$ cat src/dmr_defines.svh
/*
 * Build-time constants of the DMR control unit: bus widths, register map
 * and the rapid recovery feature switch. Include it wherever a macro is used.
 */

`ifndef DMR_DEFINES_SVH
`define DMR_DEFINES_SVH

// Compared output bus of one core
`define DMR_DATA_W 32

// Register bus geometry
`define DMR_REG_W  32
`define DMR_ADDR_W 4

// Saturating mismatch counter
`define DMR_CNT_W  8

// Word aligned register addresses
`define DMR_ADDR_ENABLE   4'h0
`define DMR_ADDR_CONFIG   4'h4
`define DMR_ADDR_MISMATCH 4'h8
`define DMR_ADDR_STATUS   4'hC

// Setting this to 1'b0 builds the unit without rapid recovery
`define DMR_RAPID_RECOVERY 1'b1

`endif

$ cat src/dmr_pkg.sv
/*
 * Types shared by the DMR control unit blocks and its testbench.
 * Import with dmr_pkg::* in the module header.
 */

`default_nettype none

`include "dmr_defines.svh"

package dmr_pkg;

  // Vectors with a meaning of their own
  typedef logic [`DMR_DATA_W-1:0] dmr_data_t;
  typedef logic [`DMR_ADDR_W-1:0] reg_addr_t;
  typedef logic [`DMR_REG_W-1:0]  reg_data_t;
  typedef logic [`DMR_CNT_W-1:0]  mism_cnt_t;

  // Redundancy mode of the core pair
  typedef enum logic [1:0] {
    NON_DMR     = 2'd0,
    DMR_RUN     = 2'd1,
    DMR_RESTORE = 2'd2
  } dmr_mode_e;

  // One core's compared outputs
  typedef struct packed {
    logic      valid;
    dmr_data_t data;
  } core_out_t;

  // Configuration bits from the register file to the FSM
  typedef struct packed {
    logic enable;
    logic rapid_recovery;
    logic force_recovery;
  } dmr_cfg_t;

  // Status and update pulses from the FSM to the register file
  typedef struct packed {
    logic      force_ack;
    logic      incr_mismatch;
    dmr_mode_e mode;
  } dmr_hw2reg_t;

endpackage

`default_nettype wire

$ cat src/dmr_regs.sv
/*
 * Configuration and status registers of the DMR unit. Writes land on any
 * edge with reg_we_i high and reads follow reg_addr_i combinationally.
 */

`timescale 1ns/1ps
`default_nettype none

`include "dmr_defines.svh"

module dmr_regs import dmr_pkg::*; (
  input  logic        clk_i,
  input  logic        rst_ni,

  // Register bus
  input  logic        reg_we_i,
  input  reg_addr_t   reg_addr_i,
  input  reg_data_t   reg_wdata_i,
  output reg_data_t   reg_rdata_o,

  // Hardware side
  input  dmr_hw2reg_t hw2reg_i,
  output dmr_cfg_t    cfg_o
);

  localparam bit RapidRecovery = `DMR_RAPID_RECOVERY;

  logic      enable_q;
  logic      rapid_q;
  logic      force_q;
  mism_cnt_t cnt_q;

  // Address decode of the write strobe
  logic we_enable;
  logic we_config;
  logic we_mismatch;

  assign we_enable   = reg_we_i && (reg_addr_i == `DMR_ADDR_ENABLE);
  assign we_config   = reg_we_i && (reg_addr_i == `DMR_ADDR_CONFIG);
  assign we_mismatch = reg_we_i && (reg_addr_i == `DMR_ADDR_MISMATCH);

  always_ff @(posedge clk_i or negedge rst_ni) begin
    if (!rst_ni) begin
      enable_q <= 1'b0;
      rapid_q  <= 1'b0;
      force_q  <= 1'b0;
    end else begin
      if (we_enable) begin
        enable_q <= reg_wdata_i[0];
      end
      // Rapid recovery bit is tied off when the feature is not built
      if (we_config) begin
        rapid_q <= reg_wdata_i[0] && RapidRecovery;
      end
      // Software write takes priority over the hardware acknowledge
      if (we_config) begin
        force_q <= reg_wdata_i[1];
      end else if (hw2reg_i.force_ack) begin
        force_q <= 1'b0;
      end
    end
  end

  // Mismatch counter that any write clears
  always_ff @(posedge clk_i or negedge rst_ni) begin
    if (!rst_ni) begin
      cnt_q <= '0;
    end else if (we_mismatch) begin
      cnt_q <= '0;
    end else if (hw2reg_i.incr_mismatch && (cnt_q != '1)) begin
      // Stops at all ones
      cnt_q <= cnt_q + mism_cnt_t'(1);
    end
  end

  // Read mux with zero for unmapped addresses
  always_comb begin
    reg_rdata_o = '0;
    case (reg_addr_i)
      `DMR_ADDR_ENABLE: begin
        reg_rdata_o[0] = enable_q;
      end
      `DMR_ADDR_CONFIG: begin
        reg_rdata_o[0] = rapid_q;
        reg_rdata_o[1] = force_q;
      end
      `DMR_ADDR_MISMATCH: begin
        reg_rdata_o = reg_data_t'(cnt_q);
      end
      `DMR_ADDR_STATUS: begin
        // Current mode straight from the FSM
        reg_rdata_o = reg_data_t'(hw2reg_i.mode);
      end
      default: begin
        reg_rdata_o = '0;
      end
    endcase
  end

  // Configuration to the mode FSM
  assign cfg_o.enable         = enable_q;
  assign cfg_o.rapid_recovery = rapid_q;
  assign cfg_o.force_recovery = force_q;

endmodule

`default_nettype wire

$ cat src/dmr_lockstep_cmp.sv
/*
 * Lockstep comparator for the two cores' output buses. A mismatch seen at
 * an edge shows up as error_o during the following cycle.
 */

`timescale 1ns/1ps
`default_nettype none

module dmr_lockstep_cmp import dmr_pkg::*; (
  input  logic      clk_i,
  input  logic      rst_ni,
  input  core_out_t core_a_i,
  input  core_out_t core_b_i,
  output logic      error_o
);

  logic valid_diff;
  logic data_diff;
  logic error_q;

  // One core valid and the other not counts as a mismatch
  assign valid_diff = core_a_i.valid != core_b_i.valid;

  // Data only matters when both cores present a result
  assign data_diff = core_a_i.valid && core_b_i.valid &&
                     (core_a_i.data != core_b_i.data);

  always_ff @(posedge clk_i or negedge rst_ni) begin
    if (!rst_ni) begin
      error_q <= 1'b0;
    end else begin
      error_q <= valid_diff || data_diff;
    end
  end

  assign error_o = error_q;

endmodule

`default_nettype wire

$ cat src/dmr_mode_ctrl.sv
/*
 * Mode FSM of the core pair with independent, lockstep run and restore modes.
 * On a lockstep error it starts rapid recovery or asks software to resync.
 */

`timescale 1ns/1ps
`default_nettype none

`include "dmr_defines.svh"

module dmr_mode_ctrl import dmr_pkg::*; (
  input  logic        clk_i,
  input  logic        rst_ni,

  // Configuration from the register file
  input  dmr_cfg_t    cfg_i,

  // Comparator and core status
  input  logic        error_i,
  input  logic        fetch_en_i,
  input  logic        cores_synch_i,
  input  logic        recovery_finished_i,

  // Pulses and mode back to the register file
  output dmr_hw2reg_t hw2reg_o,

  // Control outputs
  output logic        sw_resynch_req_o,
  output logic        recovery_request_o,
  output logic        grp_in_independent_o,
  output logic        rapid_recovery_en_o
);

  localparam bit RapidRecovery = `DMR_RAPID_RECOVERY;

  dmr_mode_e mode_d;
  dmr_mode_e mode_q;
  logic      rapid_en;
  logic      force_ack;
  logic      incr_mismatch;

  // Rapid recovery only counts when the feature is built in
  assign rapid_en = cfg_i.rapid_recovery && RapidRecovery;

  always_comb begin
    mode_d             = mode_q;
    force_ack          = 1'b0;
    incr_mismatch      = 1'b0;
    sw_resynch_req_o   = 1'b0;
    recovery_request_o = 1'b0;

    case (mode_q)
      DMR_RUN: begin
        // Software forced restore
        if (cfg_i.force_recovery && rapid_en) begin
          force_ack = 1'b1;
          mode_d    = DMR_RESTORE;
        end
        // Count a lockstep error and pick the recovery path
        if (error_i) begin
          incr_mismatch = 1'b1;
          if (rapid_en) begin
            mode_d = DMR_RESTORE;
          end else begin
            sw_resynch_req_o = 1'b1;
          end
        end
      end
      DMR_RESTORE: begin
        // Level request until the recovery agent answers
        recovery_request_o = 1'b1;
        if (recovery_finished_i) begin
          mode_d = DMR_RUN;
        end
      end
      default: begin
        mode_d = mode_q;
      end
    endcase

    // Before fetch starts the enable bit alone picks the mode
    if (!fetch_en_i) begin
      mode_d = cfg_i.enable ? DMR_RUN : NON_DMR;
    end

    // Leaving lockstep is allowed at any time
    if ((mode_q == DMR_RUN) && !cfg_i.enable) begin
      mode_d = NON_DMR;
    end

    // Entry needs the cores in a synchronised state
    if ((mode_q == NON_DMR) && cores_synch_i && cfg_i.enable) begin
      mode_d = DMR_RUN;
    end
  end

  always_ff @(posedge clk_i or negedge rst_ni) begin
    if (!rst_ni) begin
      mode_q <= NON_DMR;
    end else begin
      mode_q <= mode_d;
    end
  end

  assign grp_in_independent_o = mode_q == NON_DMR;
  assign rapid_recovery_en_o  = rapid_en;

  // Feedback for the register file
  assign hw2reg_o.force_ack     = force_ack;
  assign hw2reg_o.incr_mismatch = incr_mismatch;
  assign hw2reg_o.mode          = mode_q;

endmodule

`default_nettype wire

$ cat src/dmr_unit.sv
/*
 * Top level of the DMR control unit. Ties the register file, the lockstep
 * comparator and the mode FSM together for one pair of cores.
 */

`timescale 1ns/1ps
`default_nettype none

module dmr_unit import dmr_pkg::*; (
  input  logic      clk_i,
  input  logic      rst_ni,

  // Register bus
  input  logic      reg_we_i,
  input  reg_addr_t reg_addr_i,
  input  reg_data_t reg_wdata_i,
  output reg_data_t reg_rdata_o,

  // Core output buses under comparison
  input  core_out_t core_a_i,
  input  core_out_t core_b_i,

  // Core and recovery agent status
  input  logic      fetch_en_i,
  input  logic      cores_synch_i,
  input  logic      recovery_finished_i,

  // Control outputs
  output logic      sw_resynch_req_o,
  output logic      recovery_request_o,
  output logic      grp_in_independent_o,
  output logic      rapid_recovery_en_o
);

  dmr_cfg_t    cfg;
  dmr_hw2reg_t hw2reg;
  logic        cmp_error;

  dmr_regs i_regs (
    .clk_i       (clk_i),
    .rst_ni      (rst_ni),
    .reg_we_i    (reg_we_i),
    .reg_addr_i  (reg_addr_i),
    .reg_wdata_i (reg_wdata_i),
    .reg_rdata_o (reg_rdata_o),
    .hw2reg_i    (hw2reg),
    .cfg_o       (cfg)
  );

  dmr_lockstep_cmp i_cmp (
    .clk_i    (clk_i),
    .rst_ni   (rst_ni),
    .core_a_i (core_a_i),
    .core_b_i (core_b_i),
    .error_o  (cmp_error)
  );

  dmr_mode_ctrl i_mode_ctrl (
    .clk_i                (clk_i),
    .rst_ni               (rst_ni),
    .cfg_i                (cfg),
    .error_i              (cmp_error),
    .fetch_en_i           (fetch_en_i),
    .cores_synch_i        (cores_synch_i),
    .recovery_finished_i  (recovery_finished_i),
    .hw2reg_o             (hw2reg),
    .sw_resynch_req_o     (sw_resynch_req_o),
    .recovery_request_o   (recovery_request_o),
    .grp_in_independent_o (grp_in_independent_o),
    .rapid_recovery_en_o  (rapid_recovery_en_o)
  );

endmodule

`default_nettype wire

$ cat config.mk
export PLATFORM = sky130hd
export DESIGN_NAME = dmr_unit
export DESIGN_NICKNAME = d
export VERILOG_FILES = /design/src/dmr_pkg.sv /design/src/dmr_regs.sv /design/src/dmr_lockstep_cmp.sv /design/src/dmr_mode_ctrl.sv /design/src/dmr_unit.sv
export VERILOG_INCLUDE_DIRS = /design/src
export SDC_FILE = /design/constraint.sdc
export NUM_CORES = 1
export LEC_CHECK = 0
export BUFFER_PORTS_ARGS = -buffer_cell sky130_fd_sc_hd__buf_2
export CAP_MARGIN = 20
export CORE_MARGIN = 2
export CORE_UTILIZATION = 36
export DETAILED_ROUTE_END_ITERATION = 10
export PLACE_DENSITY = 0.88
export SLEW_MARGIN = 20
export SYNTH_ARGS = -nofsm -noshare
export SYNTH_HDL_FRONTEND = slang
export SYNTH_SLANG_ARGS = --single-unit
$ cat constraint.sdc
create_clock -name clk_i -period 1.6 [get_ports clk_i]
set_input_delay 0.16 -clock clk_i [delete_from_list [all_inputs] [get_ports clk_i]]
set_output_delay 0.16 -clock clk_i [all_outputs]
set_load 0.01 [all_outputs]
==> results of run 1 <==
## power by group
group	switching (mW)	total, mW	internal, mW
registers	0.118	0.584	0.466
logic	0.336	0.690	0.354
clock network	0.120	0.338	0.218
## per-stage QoR
step | instance area, µm² | hold slack [ns]
4_1_cts | 1913 | 0.1694
2_1_floorplan | 1500 | -0.1356
6_report | 1932 | 0.1755
3_3_place_gp | 1837 | 0.06547
3_5_place_dp | 1837 | 0.07642
5_1_grt | 1932 | 0.1754
## sequential cells by signal, summed over array words and instances, names as in the netlist
signal and cells:
i_regs.rapid_q 1, i_regs.force_q 1, i_regs.cnt_q 8, i_regs.enable_q 1
i_cmp.error_o 1, i_mode_ctrl.mode_q 2
## synth_stat cells, types with 4 or more instances
cell type  instances  share of area, %
a21oi_1            4               1.4
nor4_1             8               3.5
o21ai_0            4               1.4
nor2_1            14               3.7
dfrtp_1           14                25
xnor2_1            4               2.5
nand2_1            5               1.3
and3_1             7               3.1
buf_4             24                13
nand3_1            4               1.4
xor2_1            35                22
## final cells by class
class | instances | area, µm² | area share, %
multi-input cells | 141 | 947.2 | 49.03
flip-flops and latches | 14 | 350.3 | 18.13
repair buffers | 97 | 511.7 | 26.49
clock buffers | 4 | 55.05 | 2.850
well taps | 48 | 60.06 | 3.109
inverters | 2 | 7.507 | 0.3886
## kinds of logic (layout without fill, tap and decap cells)
group / Yosys count / after routing / share of synthesized area [%]
XOR/XNOR: 39 / 39 / 24.16
adder cells (fa/ha/maj): 2 / 2 / 1.770
multiplexers: 5 / 5 / 4.690
AND/OR/NAND/NOR: 59 / 59 / 24.60
other: 1 / 24 / 0.2652
flip-flops: 14 / 14 / 24.78
AO/OA/AOI/OAI: 12 / 12 / 5.133
buffers and inverters: 30 / 103 / 14.60
## what timing repair did
item	in CTS	in global routing
hold endpoints to repair	14	0
hold buffers	1	0
buffers inserted	1	2
endpoints found under the setup margin	1	6
pin swaps	1	0
resized for setup	1	1
## layer usage
layer,global-route usage (%),up-vias,share of wire [%]
met2,31.37,69,54
met3,1.689,7,7.4
met1,14.43,597,37
met5,0,-,0
met4,5.867,0,1.7
li1,-,695,-
## how the worst max path moves through the flow
| stage | startpoint | endpoint | slack, ns | cells after the start |
|---|---|---|---|---|
| floorplan | i_regs.cnt_q[0] | i_regs.cnt_q[7] | 0.20 | 6 |
| global placement | i_regs.cnt_q[1] | i_regs.cnt_q[4] | 0.14 | 6 |
| detailed placement | i_regs.cnt_q[1] | i_regs.cnt_q[3] | 0.08 | 6 |
| CTS | i_regs.cnt_q[0] | reg_rdata_o[0] | -0.02 | 4 |
| global route | i_regs.cnt_q[0] | reg_rdata_o[0] | -0.06 | 4 |
| finish | i_regs.cnt_q[0] | reg_rdata_o[0] | -0.02 | 4 |
==> results_tabular.tex, run 1 <==
\begin{tabular}{lr}
\hline
Metric & Value \\
\hline
\multicolumn{2}{l}{\textbf{Pwr}} \\
\quad Leakage Power & 1.052 nW \\
\quad Final Total Pwr & 1.612 mW \\
\quad Areal power density over the cells & 834.2 mW/mm² \\
\quad Maximum ir drop on the vdd rail & 332.4 µV \\
\multicolumn{2}{l}{\textbf{Routing}} \\
\quad Detailed-route vias per instance & 4.471 \\
\quad Detailed Routing Iterations Pass 1 & 4 \\
\quad 1st-iter DRT viols & 90 \\
\quad Count of vias placed by the detailed router & 1368 \\
\quad Remaining antenna violation count after routing & 0 \\
\quad Final routed wire length divided by cell count & 10.62 µm \\
\quad Routed wire length & 3249 µm \\
\quad Drc violations & 0 \\
\multicolumn{2}{l}{\textbf{Synth}} \\
\quad Number of synthesized flops with an enable pin & 0 \\
\quad Flops \& latches, synth & 14 \\
\quad Post-synth ARST share & 100.0\% \\
\quad Cell variety after synth & 35 \\
\quad Most used DFF post-synth & dfrtp\_1 \\
\quad Yosys warning count & 0 \\
\quad Post-synthesis instance area & 0.001414 mm² \\
\quad Number of cells produced by synthesis & 162 \\
\quad Average cell area after synthesis & 8.728 µm² \\
\quad Post-synthesis sequential area ratio & 24.78\% \\
\multicolumn{2}{l}{\textbf{Global route}} \\
\quad All-layer global routing usage & 15.01\% \\
\quad Number of global-route vias before repair & 1319 \\
\quad Pin count of the biggest net entering global routing & 15 \\
\quad Number of antenna violations at the first check in global routing & 0 \\
\quad Total gr overflow & 0 \\
\quad Global-route wire length before repair & 5161 µm \\
\multicolumn{2}{l}{\textbf{Layout}} \\
\quad Finished Core Util & 51.99\% \\
\quad Fin cells & 306 \\
\quad Layout cells sized above 1 & 42.64\% \\
\quad Antenna diode instance count & 0 \\
\quad Most common cell after layout, fill and taps aside & buf\_2 \\
\quad Number of filler cells placed in the layout & 337 \\
\quad Syn-to-layout area delta & 36.64\% \\
\quad Commonest cells after routing, fill and taps aside & buf\_2 (89), xor2\_1 (35), conb\_1 (24) \\
\quad Total Nets Final & 369 \\
\multicolumn{2}{l}{\textbf{Worst setup path}} \\
\quad CP Max Fanout & 2 \\
\quad Critical Path Sink Type & primary output \\
\quad Critical Path Source Type & flop \\
\quad Data required time at the worst endpoint & 1.44 ns \\
\quad Length in cells of the worst reg-to-reg path & 6 \\
\quad Buf/Inv on CP & 2 \\
\quad Cell class contributing the biggest share of worst-path delay & multiplexers \\
\quad Arrival time reported for the critical path endpoint & 1.46 ns \\
\quad Longest individual stage delay on the worst path & 0.43 ns \\
\quad Worst R2R Setup Slack & 0.15 ns \\
\quad Category of the most critical setup path & reg2out \\
\quad Worst-path cell chain & buf\_6 > mux4\_2 > and2\_1 > buf\_2 \\
\quad Startpoint of the worst-slack reg-to-reg timing path & i\_regs.cnt\_q[0] \\
\quad End of the worst register-to-register path & i\_regs.cnt\_q[3] \\
\quad Highest-delay cell along the critical path & mux4\_2 \\
\multicolumn{2}{l}{\textbf{STA}} \\
\quad Fmax & 0.6176 GHz \\
\quad RSZ-0062 raised after global routing & true \\
\quad Final max-slew violation count & 0 \\
\quad Clock skew after layout & 0.001169 ns \\
\quad Number of hold violations in the final report & 0 \\
\quad Post-layout min period & 1.619 ns \\
\quad Setup-failing EPs final & 1 \\
\quad Post-route worst setup slack & -0.01923 ns \\
\quad Share of the clock period used by the worst path after layout & 101.2\% \\
\quad Setup tns final & -0.01923 ns \\
\multicolumn{2}{l}{\textbf{Die}} \\
\quad Effective utilization at floorplan & 38.05\% \\
\quad Chip height & 66.67 µm \\
\quad Top-level port count & 144 \\
\quad Placement row count & 22 \\
\quad Area of the core region & 0.003716 mm² \\
\quad Total die area & 0.004445 mm² \\
\quad Chip Width & 66.67 µm \\
\multicolumn{2}{l}{\textbf{Outcome}} \\
\quad Run status & finished with violations \\
\quad Failing checks & setup timing \\
\multicolumn{2}{l}{\textbf{Place}} \\
\quad Detailed-placement wirelength estimate & 2798 µm \\
\quad Final Wtd Congestion & 0.7677 \\
\quad Number of buffers added on ports & 89 \\
\quad Placed cells & 298 \\
\quad Post-Place Setup Slack & 0.08130 ns \\
\multicolumn{2}{l}{\textbf{Clock network}} \\
\quad Number of H-tree levels & 1 \\
\quad Cell at the root of the clock tree & clkbuf\_8 \\
\quad Buffers from clock root to sink, at most & 2 \\
\quad Clock-pin slew on the worst setup and hold paths & 0.06 ns \\
\quad Clock Sinks & 14 \\
\quad Clock buffers created by TritonCTS & 3 \\
\quad Clock insertion delay at the later pin of the skew report & 0.24 ns \\
\quad CTS tree & yes \\
\multicolumn{2}{l}{\textbf{Min path}} \\
\quad Hold/Removal Path Class & in2reg \\
\quad Depth of the worst hold-timing path & 2 \\
\quad Terminating pin of the worst hold path & i\_regs.enable\_q \\
\quad Hold wc startpoint & reg\_wdata\_i[0] \\
\multicolumn{2}{l}{\textbf{Flow run}} \\
\quad Max capacitance violation total & 0 \\
\hline
\end{tabular}
No activity file was read; power rests on OpenSTA's default activity.
==> inputs of run 2 (changes only) <==
--- a/config.mk
+++ b/config.mk
@@ -6,12 +6,12 @@
 export SDC_FILE = /design/constraint.sdc
 export NUM_CORES = 1
 export LEC_CHECK = 0
-export BUFFER_PORTS_ARGS = -buffer_cell sky130_fd_sc_hd__buf_2
 export CAP_MARGIN = 20
 export CORE_MARGIN = 2
-export CORE_UTILIZATION = 36
+export CORE_UTILIZATION = 40
 export DETAILED_ROUTE_END_ITERATION = 10
-export PLACE_DENSITY = 0.88
+export DONT_BUFFER_PORTS = 1
+export PLACE_DENSITY = 0.61
 export SLEW_MARGIN = 20
 export SYNTH_ARGS = -nofsm -noshare
 export SYNTH_HDL_FRONTEND = slang
==> run 2 against run 1 <==
Compared with the run above: the flow now finishes without violations; worst setup slack improved by 0.048 ns; clock-buffer cell count unchanged; final cell count decreased by 29%; non-clock buffer count decreased by 87; sequential power increased by 3%; die area decreased by 9.4%.
==> results_tabular.tex, run 2 (synthesis results as in run 1) <==
\begin{tabular}{lr}
\hline
Metric & Value \\
\hline
\multicolumn{2}{l}{\textbf{Clock network}} \\
\quad Clock buffers created by TritonCTS & 3 (unchanged) \\
\quad Buffers from clock root to sink, at most & 2 (unchanged) \\
\quad Cell at the root of the clock tree & clkbuf\_4 \\
\quad Number of H-tree levels & 1 (unchanged) \\
\quad Clock insertion delay at the later pin of the skew report & 0.28 ns (+0.04 ns) \\
\quad Clock Sinks & 14 (unchanged) \\
\quad Clock-pin slew on the worst setup and hold paths & 0.09 ns (+0.03 ns) \\
\quad CTS tree & yes \\
\multicolumn{2}{l}{\textbf{Flow run}} \\
\quad Max capacitance violation total & 0 (unchanged) \\
\multicolumn{2}{l}{\textbf{Routing}} \\
\quad Drc violations & 0 (unchanged) \\
\quad Routed wire length & 3228 µm (-0.65\%) \\
\quad 1st-iter DRT viols & 32 (-64\%) \\
\quad Count of vias placed by the detailed router & 1117 (-18\%) \\
\quad Detailed Routing Iterations Pass 1 & 4 (unchanged) \\
\quad Detailed-route vias per instance & 5.147 (+15\%) \\
\quad Final routed wire length divided by cell count & 14.88 µm (+40\%) \\
\quad Remaining antenna violation count after routing & 0 (unchanged) \\
\multicolumn{2}{l}{\textbf{Pwr}} \\
\quad Portion of total power attributed to combinational logic & 39.5\% (-3.3 points) \\
\quad Proportion of power drawn by the clock network & 18.1\% (-2.9 points) \\
\quad Switching share of total power & 37.40\% (+1.8 points) \\
\quad Switching power summed over all nets & 0.5291 mW (-7.8\%) \\
\quad Areal power density over the cells & 942.2 mW/mm² (+13\%) \\
\quad Maximum ir drop on the vdd rail & 269.9 µV (-19\%) \\
\quad Cell internal power dissipation & 0.8855 mW (-15\%) \\
\quad Leakage Power & 0.6871 nW (-35\%) \\
\quad Power share of the sequential group & 42.3\% (+6.1 points) \\
\multicolumn{2}{l}{\textbf{Die}} \\
\quad Effective utilization at floorplan & 42.04\% (+4.0 points) \\
\quad Chip Width & 63.45 µm (-4.8\%) \\
\quad Top-level port count & 144 (unchanged) \\
\quad Chip height & 63.45 µm (-4.8\%) \\
\quad Area of the core region & 0.003363 mm² (-9.5\%) \\
\quad Placement row count & 21 (-4.5\%) \\
\quad Total die area & 0.004026 mm² (-9.4\%) \\
\multicolumn{2}{l}{\textbf{Worst setup path}} \\
\quad Length in cells of the worst reg-to-reg path & 5 (-1) \\
\quad CP Max Fanout & 6 (+4) \\
\quad Longest individual stage delay on the worst path & 0.49 ns (+0.06 ns) \\
\quad Worst setup startpoint & i\_regs.rapid\_q \\
\quad Critical Path Source Type & flop \\
\quad Critical path destination & reg\_rdata\_o[0] \\
\quad End of the worst register-to-register path & i\_regs.cnt\_q[7] \\
\quad Startpoint of the worst-slack reg-to-reg timing path & i\_mode\_ctrl.mode\_q[1] \\
\quad Highest-delay cell along the critical path & mux4\_2 \\
\quad Arrival time reported for the critical path endpoint & 1.41 ns (-0.05 ns) \\
\quad Worst-path cell chain & mux4\_2 > and2\_4 \\
\quad Data required time at the worst endpoint & 1.44 ns (about the same) \\
\quad Critical Path Sink Type & primary output \\
\quad Category of the most critical setup path & reg2out \\
\quad Worst R2R Setup Slack & 0.12 ns (-0.03 ns) \\
\multicolumn{2}{l}{\textbf{STA}} \\
\quad Slew @ Worst Pin & 0.6438 ns \\
\quad RSZ-0062 raised after global routing & true \\
\quad Setup-failing EPs final & 0 (-1) \\
\quad Number of hold violations in the final report & 0 (unchanged) \\
\quad Share of the clock period used by the worst path after layout & 98.23\% (-3.0 points) \\
\quad Fmax & 0.6363 GHz (+3.0\%) \\
\quad Max\_slew headroom & 56.94\% \\
\quad Final max-slew violation count & 0 (unchanged) \\
\quad Post-layout min period & 1.572 ns (-0.04762 ns) \\
\quad Clock skew after layout & 0.007962 ns (+0.006793 ns) \\
\multicolumn{2}{l}{\textbf{Global route}} \\
\quad Met3 usage in global routing & 3.929\% (+2.2 points) \\
\quad Global-route wire length before repair & 5023 µm (-2.7\%) \\
\quad Number of global-route vias before repair & 1162 (-12\%) \\
\quad Number of antenna violations at the first check in global routing & 0 (unchanged) \\
\quad Grt peak-use layer & met2 \\
\quad Met2 routing resource usage after global routing & 29.87\% (-1.5 points) \\
\quad All-layer global routing usage & 16.04\% (+1.0 points) \\
\quad GR met1 Demand/Resource & 16.18\% (+1.7 points) \\
\quad Total gr overflow & 0 (unchanged) \\
\quad Pin count of the biggest net entering global routing & 15 (unchanged) \\
\multicolumn{2}{l}{\textbf{Layout}} \\
\quad Antenna diode instance count & 0 (unchanged) \\
\quad Finished Core Util & 44.64\% (-7.3 points) \\
\quad Max FFs per register & 8 (unchanged) \\
\quad Register name with the most flops & i\_regs.cnt\_q \\
\quad Syn-to-layout area delta & 6.195\% \\
\quad Commonest cells after routing, fill and taps aside & xor2\_1 (34), conb\_1 (24), nor2\_1 (14), dfrtp\_1 (14), nor4\_1 (8) \\
\quad Total Nets Final & 282 (-24\%) \\
\quad Final non-filler cell area & 0.001501 mm² (-22\%) \\
\quad Most common cell after layout, fill and taps aside & xor2\_1 \\
\quad Layout cells sized above 1 & 15.20\% (-27 points) \\
\quad Largest registers ranked by flip-flop count & i\_regs.cnt\_q x8, i\_mode\_ctrl.mode\_q x2 \\
\multicolumn{2}{l}{\textbf{Place}} \\
\quad Total placed instance area & 0.001396 mm² (-24\%) \\
\quad Number of buffers added on ports & 0 (-100\%) \\
\quad Detailed-placement wirelength estimate & 2707 µm (-3.3\%) \\
\quad Final Wtd Congestion & 0.7951 (+3.6\%) \\
\multicolumn{2}{l}{\textbf{Min path}} \\
\quad Depth of the worst hold-timing path & 2 (unchanged) \\
\quad Hold/Removal Path Class & in2reg \\
\multicolumn{2}{l}{\textbf{Outcome}} \\
\quad Run status & finished clean \\
\hline
\end{tabular}
## run 2: cell type report
type | count | area [µm²]
sequential | 14 | 350.3
multi-input combinational | 141 | 965.9
inverter | 2 | 7.507
fill | 352 | 1862
timing repair buffer | 10 | 83.83
tap | 46 | 57.56
clock buffer | 4 | 36.28
## run 2: worst min-delay path by stage
| stage | start | to |
|---|---|---|
| after detailed placement | rst_ni | i_regs.rapid_q |
| after global placement | rst_ni | i_regs.enable_q |
| after global routing | reg_wdata_i[0] | i_regs.enable_q |
| after CTS | reg_wdata_i[0] | i_regs.rapid_q |
| final | reg_wdata_i[1] | i_regs.force_q |
| after floorplan | rst_ni | i_cmp.error_o |
## run 2: through the flow
| stage | setup TNS [ns] | power (mW) | cells | hold slack [ns] | worst slack (ns) |
|---|---|---|---|---|---|
| 4_1_cts | 0 | 1.388 | 214 | 0.01542 | 0.005612 |
| 3_3_place_gp | 0 | 1.063 | 208 | -0.1352 | 0.1782 |
| 2_1_floorplan | 0 | 0.9989 | 185 | -0.1356 | 0.2014 |
| 3_5_place_dp | 0 | 1.103 | 208 | -0.1351 | 0.1130 |
| 6_report | 0 | 1.415 | 217 | 0.01856 | 0.02839 |
| 5_1_grt | -0.04629 | 1.526 | 217 | 0.02736 | -0.02486 |
## run 2: per-layer routing
metal | wire [µm] | part of all wire, % | up-vias
met2 | 1763 | 55 | 74
met3 | 307 | 9.5 | 6
li1 | - | - | 525
met1 | 1090 | 34 | 512
met4 | 67 | 2.1 | 0
met5 | 0 | 0 | -
## run 2: critical path: cells and delay by family (launching register included)
kind / cells / cell delay (ns)
AND/OR/NAND/NOR: 1 / 0.16
flip-flops: 1 / 0.47
multiplexers: 1 / 0.49
## run 2: power groups by stage
| stage | clock network [mW] | logic [mW] | registers (mW) |
|---|---|---|---|
| detailed placement | 0 | 0.505 | 0.598 |
| global placement | 0 | 0.475 | 0.588 |
| floorplan | 0 | 0.423 | 0.576 |
| global route | 0.273 | 0.634 | 0.619 |
| finish | 0.257 | 0.559 | 0.599 |
| CTS | 0.264 | 0.531 | 0.593 |
## run 2: timing repair
item,CTS,global route
resized for setup,2,4
hold buffers,2,0
endpoints found under the hold margin,15,0
setup buffers,0,3
setup endpoints to repair,1,4
pin swaps,1,4
